### src/common/mem_consts.svh
`ifndef MEM_CONSTS_SVH
`define MEM_CONSTS_SVH

// physical address width in bits.
`define MEM_ADDR_W 32

// one cache line, eight 32-bit words.
`define MEM_LINE_W 256

// lines held by the memory model.
`define MEM_LINES 16

// byte offset inside a line.
`define MEM_OFFSET_BITS 5

// cycles from request start at the memory to resp, resp included.
`define MEM_LATENCY 4

`endif

### src/common/arb_pkg.sv
package arb_pkg;

    typedef enum logic [1:0] {
        arb_idle,
        arb_serve_i,
        arb_serve_d
    } arb_state_t;

    // operation presented at the memory.
    typedef enum logic [1:0] {
        op_none,
        op_read,
        op_write
    } mem_op_t;

endpackage

### src/pmem/pmem_timer.sv
`timescale 1ns/1ps
`include "mem_consts.svh"

module pmem_timer (
    input  logic clk,
    input  logic rst,
    input  logic read,
    input  logic write,
    output logic resp
);

    localparam int CNT_W = $clog2(`MEM_LATENCY + 1);

    logic             busy;
    logic [CNT_W-1:0] count;
    arb_pkg::mem_op_t cur_op;

    assign cur_op = write ? arb_pkg::op_write :
                    read  ? arb_pkg::op_read  : arb_pkg::op_none;

    assign resp = busy && (count == CNT_W'(`MEM_LATENCY));

    always_ff @(posedge clk) begin
        if (rst) begin
            busy  <= 1'b0;
            count <= '0;
        end else if (busy) begin
            if (resp) begin
                busy  <= 1'b0; // held request must not retrigger.
                count <= '0;
            end else begin
                count <= count + 1'b1;
            end
        end else if (cur_op != arb_pkg::op_none) begin
            busy  <= 1'b1;
            count <= CNT_W'(1);
        end
    end

    // requester holds the same level until resp.
    a_req_held: assert property (@(posedge clk) disable iff (rst)
        busy |-> (cur_op != arb_pkg::op_none) && $stable(cur_op));

endmodule

### config.mk
export PLATFORM = sky130hd
export DESIGN_NAME = pmem_timer
export DESIGN_NICKNAME = d
export VERILOG_FILES = /design/src/common/arb_pkg.sv /design/src/pmem/pmem_timer.sv
export VERILOG_INCLUDE_DIRS = /design/src /design/src/common
export SDC_FILE = /design/constraint.sdc
export NUM_CORES = 1
export LEC_CHECK = 0
export ABC_AREA = 1
export ABC_CLOCK_PERIOD_IN_PS = 1200
export BUFFER_PORTS_ARGS = -buffer_cell sky130_fd_sc_hd__buf_2
export CORE_AREA = 10 10 47 49
export DETAILED_ROUTE_END_ITERATION = 8
export DIE_AREA = 0 0 57 59
export GPL_TIMING_DRIVEN = 0
export MAX_ROUTING_LAYER = met4
export PLACE_DENSITY = 0.43
export SLEW_MARGIN = 15
export SYNTH_ARGS = -nofsm -noshare
export SYNTH_HDL_FRONTEND = slang
export SYNTH_SLANG_ARGS = --single-unit
### constraint.sdc
create_clock -name clk -period 1.2 [get_ports clk]
set_input_delay 0.06 -clock clk [delete_from_list [all_inputs] [get_ports clk]]
set_output_delay 0.06 -clock clk [all_outputs]
set_load 0.01 [all_outputs]
==> impl_metrics.tcl <==
set metrics [dict create \
    antenna_found_initial 0 \
    antenna_cells 0 \
    syn2layout_area_growth_pct 38.2 \
    seq_area_frac_synth 0.370 \
    crit_type "reg2out" \
    grt_max_degree 7 \
    power.internal_uw 276 \
    synth_top_area_share 0.370 \
    clkSinkCount 4 \
    grt_pass1_wl_um 669 \
    cts_setup_buffers 0 \
    use_met3 0.0129 \
    crit_end "resp" \
    p_sw_frac 0.227 \
    syn-cell-area_um2 216 \
    startpoint_type "flip-flop" \
    fin_ws_ps 81.5 \
    start_util 0.154 \
    p_per_area_nw_per_um2 1190 \
    p_sw_uw 81.1 \
    hold_path_class "in2reg" \
    layout-drive-gt1-share 0.432 \
    num_rows 14 \
    status "complete, no violations" \
    synth.distinct_cells 11 \
    grt_use_total 0.0284 \
    rr_worst_depth 5 \
    pwr-share-clk 0.444 \
    maxCapViolCount 0 \
    grt_overflow_total 0 \
    drt_iter0_markers 7 \
    whs_path_depth 2 \
    core_area_um2 1400 \
    path_max_fanout 3 \
    syn_nets 36 \
    maxSlewHeadroom 0.873 \
    grt_pass1_vias 181 \
    netlist_top_cells_count "6 x inv_1, 6 x nand2_1, 4 x dfxtp_1, 4 x nand3_1" \
    routed_wirelength_um 438 \
    use_met2 0.0357 \
    yosysTopAreaCell "dfxtp_1" \
    holdWs_ps 20.6 \
    clock_path_buffers 2 \
    hold_buffers 0 \
    post-dp-hpwl_um 330 \
    seqPwrFrac 0.420 \
    ys_ff_latch 4 \
    stdcell_area_um2 299 \
    crit_start "count[1]$_SDFFE_PP0P_" \
    ys_top_cells_by_area "dfxtp_1 37%, ha_1 12%, inv_1 10%" \
    final_nets 45 \
    io-pin-count 5 \
    drtAntennaViolNets 0 \
    ys.flop_type "dfxtp_1" \
    fin_skew_ps 1.38 \
    worstMarginPinSlew_ps 190 \
    synth-edff-count 0 \
    drt-pass1-iter-count 2 \
    p_leak_nw 0.134 \
    placed_cell_area_um2 256 \
    gr-usage-met1 0.0236 \
    reg2reg_to "count[2]$_SDFFE_PP0P_" \
    via_count 200 \
    final.min_clock_period_ps 1120 \
    max_freq_mhz 894 \
    die_x_um 57 \
    drc_errors 0 \
    ir_drop_mv 0.395 \
    busiest_layer "met4" \
    dieArea_um2 3360 \
    r2r_start "count[1]$_SDFFE_PP0P_" \
    ys_warn_count 0 \
    dp_slack_ps 206 \
    end_kind "output port" \
    cp.required_ps 1140 \
    viasPerCell 3.77 \
    fin_crit_sh 0.932 \
    io_buffers 4 \
    clock-root-buffer "clkbuf_4" \
    insertion_delay_ps 230 \
    cts_tree "built" \
    die_h_um 59 \
    rrSetupSlack_ps 270 \
    postSynthAreaPerCell_um2 7.22 \
    place.gp.congestion 0.700 \
    avgRoutedWirePerCell_um 8.26 \
    h-tree-depth 1 \
    syn_inst 30 \
    hold_viol 0 \
    cts_inserted_buffers 3 \
    setup_viol 0 \
    drv_slew 0 \
    critPathArrivalTime_ps 1060 \
    combPwrFrac 0.136 \
    path_clk_slew_ps 30 \
    async_flop_share 0 \
]
## layer usage
metal | wire, µm | vias to the layer above
met1 | 169 | 90
met5 | 0 | -
li1 | - | 108
met4 | 0 | 0
met2 | 254 | 2
met3 | 14 | 0
## what timing repair did
| item | 4_1_cts | 5_1_grt |
|---|---|---|
| pin swaps | 0 | 1 |
| endpoints found under the setup margin | 1 | 1 |
| resized for setup | 1 | 5 |
| hold endpoints to repair | 0 | 0 |
## per-stage QoR
stage	total power, mW	std cells	utilization	TNS (ps)
6_report	0.357	53	0.213	0
5_1_grt	0.397	53	0.213	-18.1
4_1_cts	0.357	53	0.200	0
3_5_place_dp	0.188	50	0.183	0
3_3_place_gp	0.190	50	0.183	0
2_1_floorplan	0.175	30	-	0
## power by group through the flow
stage	clock (mW)	sequential (mW)	combinational, mW
after global routing	0.190	0.151	0.0565
after detailed placement	0	0.150	0.0378
after CTS	0.170	0.149	0.0383
after global placement	0	0.151	0.0388
final	0.159	0.150	0.0485
after floorplan	0	0.148	0.0270
## worst max-delay path, cell delays in order (launching register included)
cell	delay, ps
dfxtp_2	320
inv_1	100
ha_4	150
nand3_2	80
inv_1	60
buf_2	120
## layout by cell type (no fill, tap or decap)
cell and instances:
dfxtp_1 2, buf_2 4, o21ai_0 1, ha_1 1, dfxtp_2 2, a21oi_1 2
inv_1 5, nor2_1 1, a21oi_2 2, nand3_2 1, inv_2 2, nand3_1 3
clkbuf_4 3, ha_4 1, nand2_1 6, nor2_2 1
## state kept, by name, indices dropped and copies added, names as in the netlist
name   count
count      3
busy       1
## area by class of cell
| cell class | count | area (µm²) |
|---|---|---|
| repair buffers | 4 | 20.0 |
| clock buffers | 3 | 22.5 |
| multi-input cells | 19 | 128 |
| inverters | 7 | 26.3 |
| fillers | 160 | 1100 |
| well taps | 16 | 20.0 |
| flip-flops and latches | 4 | 82.6 |
## logic make-up (layout without fill, tap and decap cells)
logic type / after synthesis / count (layout) / share of synthesized area
buf+inv: 7 / 14 / 0.121
simple gates: 12 / 12 / 0.243
compound gates: 5 / 5 / 0.150
flops: 4 / 4 / 0.370
fa+ha+maj: 2 / 2 / 0.116
## how the worst min path moves through the flow
stage | from | endpoint | slack [ps]
finish | rst | count[2]$_SDFFE_PP0P_ | 20
global route | rst | count[2]$_SDFFE_PP0P_ | 4
CTS | rst | count[2]$_SDFFE_PP0P_ | 7
detailed placement | rst | count[2]$_SDFFE_PP0P_ | 250
global placement | rst | count[2]$_SDFFE_PP0P_ | 250
floorplan | rst | count[2]$_SDFFE_PP0P_ | 120
(Power assumes the default switching activity.)
