===== src/common/mem_consts.svh =====
`ifndef MEM_CONSTS_SVH
`define MEM_CONSTS_SVH

// physical address width in bits.
`define MEM_ADDR_W 32

// one cache line, eight 32-bit words.
`define MEM_LINE_W 256

// lines held by the memory model.
`define MEM_LINES 16

// byte offset inside a line.
`define MEM_OFFSET_BITS 5

// cycles from request start at the memory to resp, resp included.
`define MEM_LATENCY 4

`endif


===== src/common/mem_types_pkg.sv =====
`include "mem_consts.svh"

package mem_types_pkg;

    // byte address, one word.
    typedef logic [`MEM_ADDR_W-1:0] addr_t;

    // whole cache line.
    typedef logic [`MEM_LINE_W-1:0] line_t;

    // line slot in the array.
    typedef logic [$clog2(`MEM_LINES)-1:0] line_idx_t;

    // index sits just above the byte offset.
    function automatic line_idx_t line_index(input addr_t address);
        return address[`MEM_OFFSET_BITS +: $bits(line_idx_t)];
    endfunction

endpackage


===== src/common/arb_pkg.sv =====
package arb_pkg;

    typedef enum logic [1:0] {
        arb_idle,
        arb_serve_i,
        arb_serve_d
    } arb_state_t;

    // operation presented at the memory.
    typedef enum logic [1:0] {
        op_none,
        op_read,
        op_write
    } mem_op_t;

endpackage


===== src/common/line_bus_if.sv =====
`timescale 1ns/1ps

interface line_bus_if;

    mem_types_pkg::addr_t address;
    mem_types_pkg::line_t wdata;
    logic                 read;
    logic                 write;
    mem_types_pkg::line_t rdata;
    logic                 resp;

    modport requester (
        output address,
        output wdata,
        output read,
        output write,
        input  rdata,
        input  resp
    );

    modport memory (
        input  address,
        input  wdata,
        input  read,
        input  write,
        output rdata,
        output resp
    );

    // line store only, the timer owns resp.
    modport store (
        input  address,
        input  wdata,
        input  write,
        input  resp,
        output rdata
    );

endinterface


===== src/arbiter/arbiter.sv =====
`timescale 1ns/1ps

module arbiter (
    input  logic                 clk,
    input  logic                 rst,

    input  mem_types_pkg::addr_t i_address,
    input  logic                 i_read,
    output mem_types_pkg::line_t i_rdata,
    output logic                 i_resp,

    input  mem_types_pkg::addr_t d_address,
    input  mem_types_pkg::line_t d_wdata,
    input  logic                 d_read,
    input  logic                 d_write,
    output mem_types_pkg::line_t d_rdata,
    output logic                 d_resp,

    line_bus_if.requester        pmem
);

    arb_pkg::arb_state_t state;
    arb_pkg::arb_state_t next_state;
    arb_pkg::mem_op_t    grant_op;

    always_ff @(posedge clk) begin
        if (rst) begin
            state <= arb_pkg::arb_idle;
        end else begin
            state <= next_state;
        end
    end

    // data port wins when both ask in idle.
    always_comb begin
        next_state = state;
        case (state)
            arb_pkg::arb_idle: begin
                if (d_read || d_write) begin
                    next_state = arb_pkg::arb_serve_d;
                end else if (i_read) begin
                    next_state = arb_pkg::arb_serve_i;
                end
            end
            arb_pkg::arb_serve_i,
            arb_pkg::arb_serve_d: begin
                if (pmem.resp) next_state = arb_pkg::arb_idle;
            end
            default: next_state = arb_pkg::arb_idle;
        endcase
    end

    always_comb begin
        grant_op     = arb_pkg::op_none;
        pmem.address = '0;
        pmem.wdata   = '0;
        i_rdata      = '0;
        i_resp       = 1'b0;
        d_rdata      = '0;
        d_resp       = 1'b0;
        case (state)
            arb_pkg::arb_serve_i: begin
                grant_op     = arb_pkg::op_read;
                pmem.address = i_address;
                i_rdata      = pmem.rdata;
                i_resp       = pmem.resp;
            end
            arb_pkg::arb_serve_d: begin
                grant_op     = d_read ? arb_pkg::op_read : arb_pkg::op_write;
                pmem.address = d_address;
                pmem.wdata   = d_wdata;
                d_rdata      = pmem.rdata;
                d_resp       = pmem.resp;
            end
            default: ;
        endcase
    end

    assign pmem.read  = (grant_op == arb_pkg::op_read);
    assign pmem.write = (grant_op == arb_pkg::op_write);

endmodule


===== src/flat_wrapper.sv =====
// flat-port wrapper written by rule: the top's interface ports become plain ports
module arbiter_flat 
  (clk, rst, i_address, i_read, i_rdata, i_resp, d_address, d_wdata, d_read, d_write, d_rdata, d_resp, pmem_address, pmem_wdata, pmem_read, pmem_write, pmem_rdata, pmem_resp);
  line_bus_if pmem_i ();
  input  logic clk;
  input  logic rst;
  input  mem_types_pkg::addr_t i_address;
  input  logic i_read;
  output mem_types_pkg::line_t i_rdata;
  output logic i_resp;
  input  mem_types_pkg::addr_t d_address;
  input  mem_types_pkg::line_t d_wdata;
  input  logic d_read;
  input  logic d_write;
  output mem_types_pkg::line_t d_rdata;
  output logic d_resp;
  output wire logic [$bits(pmem_i.address)-1:0] pmem_address;
  output wire logic [$bits(pmem_i.wdata)-1:0] pmem_wdata;
  output wire logic [$bits(pmem_i.read)-1:0] pmem_read;
  output wire logic [$bits(pmem_i.write)-1:0] pmem_write;
  input wire logic [$bits(pmem_i.rdata)-1:0] pmem_rdata;
  input wire logic [$bits(pmem_i.resp)-1:0] pmem_resp;
  assign pmem_address = pmem_i.address;
  assign pmem_wdata = pmem_i.wdata;
  assign pmem_read = pmem_i.read;
  assign pmem_write = pmem_i.write;
  assign pmem_i.rdata = pmem_rdata;
  assign pmem_i.resp = pmem_resp;
  arbiter u_core (.clk(clk), .rst(rst), .i_address(i_address), .i_read(i_read), .i_rdata(i_rdata), .i_resp(i_resp), .d_address(d_address), .d_wdata(d_wdata), .d_read(d_read), .d_write(d_write), .d_rdata(d_rdata), .d_resp(d_resp), .pmem(pmem_i));
endmodule

===== config.mk =====
export PLATFORM = sky130hd
export DESIGN_NAME = arbiter_flat
export DESIGN_NICKNAME = d
export VERILOG_FILES = /design/src/common/mem_types_pkg.sv /design/src/common/arb_pkg.sv /design/src/common/line_bus_if.sv /design/src/arbiter/arbiter.sv /design/src/flat_wrapper.sv
export VERILOG_INCLUDE_DIRS = /design/src /design/src/common
export SDC_FILE = /design/constraint.sdc
export NUM_CORES = 1
export LEC_CHECK = 0
export ABC_AREA = 1
export BUFFER_PORTS_ARGS = -buffer_cell sky130_fd_sc_hd__buf_2
export CORE_AREA = 2 2 537 539
export DETAILED_ROUTE_END_ITERATION = 12
export DIE_AREA = 0 0 539 541
export PLACE_DENSITY = 0.3
export SLEW_MARGIN = 10
export SYNTH_ARGS = -nofsm -noshare
export SYNTH_HDL_FRONTEND = slang
export SYNTH_SLANG_ARGS = --single-unit

===== constraint.sdc =====
create_clock -name clk -period 2.2 [get_ports clk]
set_clock_uncertainty 0.15 [all_clocks]
set_input_delay 0.33 -clock clk [delete_from_list [all_inputs] [get_ports clk]]
set_output_delay 0.33 -clock clk [all_outputs]
set_load 0.1 [all_outputs]

==> results.tsv <==
metric	value	unit
fillCellCount	33116	
clkLatencyLatePin	220	ps
yosysUniqueCellTypes	12	
synth_seq_cells	2	
coreArea	0.2864	mm²
slew_violations	0	
cts_tree	done	
die_x	539	µm
fin_crit_sh	105.7	%
met2_length	92.83	mm
start_kind	flop	
hold_ws	140.6	ps
synth_top_area_cell	nand2_1	
drcViolationCount	0	
cts_buffers	3	
path_delay_family	buffers and inverters	
gp_congestion	0.9244	
vias_per_cell	2.346	
cp.required	1720	ps
cts_sinks	2	
synth_top_area_share	42.00	%
min_path_type	input pin to flop	
rows	197	
clk_pin_slew	30	ps
status	finished, violations left	
seq_area_frac_synth	0.5759	%
fmaxAchievable	0.4301	GHz
largestRegisters	u_core.state (2)	
final_cell_mix	buf_12 (851), buf_2 (581), nand2_1 (555)	
p_per_area	439.1	mW/mm²
hold_viol_final	0	
finalNetCount	3754	
drt.antenna.violating_nets	0	
fin_crit	2325	ps
grt_pass1_wl	236.2	mm
maxCapViolations	0	
post_drt_wl_per_cell	29.36	µm
final_common_cell	buf_12	
rsz0062_at_grt	yes	
cpPeakStageDelay	330	ps
dp_hpwl	188.2	mm
wirelength	205.2	mm
netlist_instances	1698	
ys_top_cells_by_area	nand2_1 (42%), inv_1 (42%), buf_4 (7.1%)	
leakage	0.01914	µW
crit_chain	buf_6 -> ha_4 -> buf_6 -> nand2_4 -> clkinv_8 -> buf_12 -> a32o_2 -> buf_12	
wl_met3	20.67	mm
die_h	541	µm
power.total	15290	µW
largest_reg_flops	2	
overflow	0	
postCtsHoldBufs	0	
drive_gt1_share	68.26	%
violations	setup timing	
crit_arrival	1850	ps
top_layer	met5	
grt_antenna_before_repair	148	
port_buffers	1385	
slew_headroom	74.65	%
dieArea	0.2916	mm²
synth_nets	2284	
yosysWarningCount	0	
dr.pass1.iters	5	
synth_area	0.006953	mm²
critPathSlowestCell	dfxtp_2	
area_delta_synth_final	400.8	%
end_kind	output port	
post-route-worst-setup-slack	-125.3	ps
cp_num_buf_inv	5	
track_usage	13.13	%
multiInputGateArea	0.004646	mm²
worstMarginPinSlew	380.3	ps
pin_count	1386	
grt_pass1_vias	16337	
cts_buffer_depth	2	
start_util	2.428	%
via_count	16393	
avgSynthCellArea	4.095	µm²
grt_max_degree	40	
finalSetupViolations	444	
regArea	45.04	µm²
wl_met1	86.02	mm
irDropWorstVdd	0.2357	mV
critPathKind	flop to output port	
htree_levels	1	
top_register	u_core.state	
drt_iter0_markers	771	
cts-root-buf	clkbuf_16	
cp_max_fo	6	
==> worst reg2reg max path, stage by stage (launching register included) <==
cell and delay, ps:
dfxtp_2 350, inv_4 50, buf_6 110, ha_4 280
buf_12 210, nand2_1 140, nand2_1 120, nand2_1 60
a21oi_1 120
==> what timing repair did <==
item / 4_1_cts / 5_1_grt
gates cloned: 15 / 29
resized for setup: 281 / 626
pin swaps: 9 / 73
buffers inserted: 32 / 22
endpoints found under the setup margin: 746 / 765
==> synthesized netlist by cell type <==
cell,n
buf_6,3
nor2_1,5
nand4_1,1
inv_2,1
a32o_1,32
ha_1,4
buf_4,66
inv_1,775
dfxtp_1,2
buf_2,28
nand2_1,778
a21oi_1,3
==> power by group <==
group	switching, µW	internal [µW]
Combinational	10100	4830
Sequential	5.61	40.3
Clock	42.0	231
Total	10200	5100
==> kinds of logic after synthesis <==
family                     synth area share, %
AOI/OAI and AO/OA                        4.823
and+or+nand+nor                          42.36
DFF                                     0.5759
adders and majority gates               0.7198
buffers and inverters                    51.52
==> worst paths after layout <==
| kind | startpoint | to | slack (ps) | cells past startpoint |
|---|---|---|---|---|
| setup / recovery | u_core.state[0] | pmem_address[23] | -130 | 8 |
| hold / removal | rst | u_core.state[1] | 140 | 2 |
| setup reg to reg | u_core.state[0] | u_core.state[1] | 530 | 8 |
| hold reg to reg | u_core.state[1] | u_core.state[1] | 380 | 2 |
==> stage by stage <==
step | std cells | setup TNS, ps | util (%) | setup slack (ps) | area (µm²)
finish | 6988 | -15600 | 12.16 | -125.3 | 34820
global route | 6964 | -59370 | 12.14 | -171.1 | 34760
detailed placement | 6851 | -2474 | 10.83 | -178.5 | 31020
CTS | 6901 | -57730 | 11.30 | -192.8 | 32380
floorplan | 1698 | -198.3 | - | -132.2 | 6999
global placement | 6851 | -1976 | 10.83 | -162.8 | 31020
==> metal layers <==
metal	vias to the layer above	track usage, %
met1	7582	16.36
met5	-	0
met3	241	5.468
li1	7363	-
met4	48	1.210
met2	1159	21.65
==> layout make-up <==
type	count	share of cell area [%]
clock buffers	3	0.2156
repair buffers	1562	63.55
inverters	776	8.882
well taps	3781	13.59
multi-input cells	823	13.34
flip-flops and latches	2	0.1293
diodes	41	0.2946
Power figures use the tool's default switching activity.
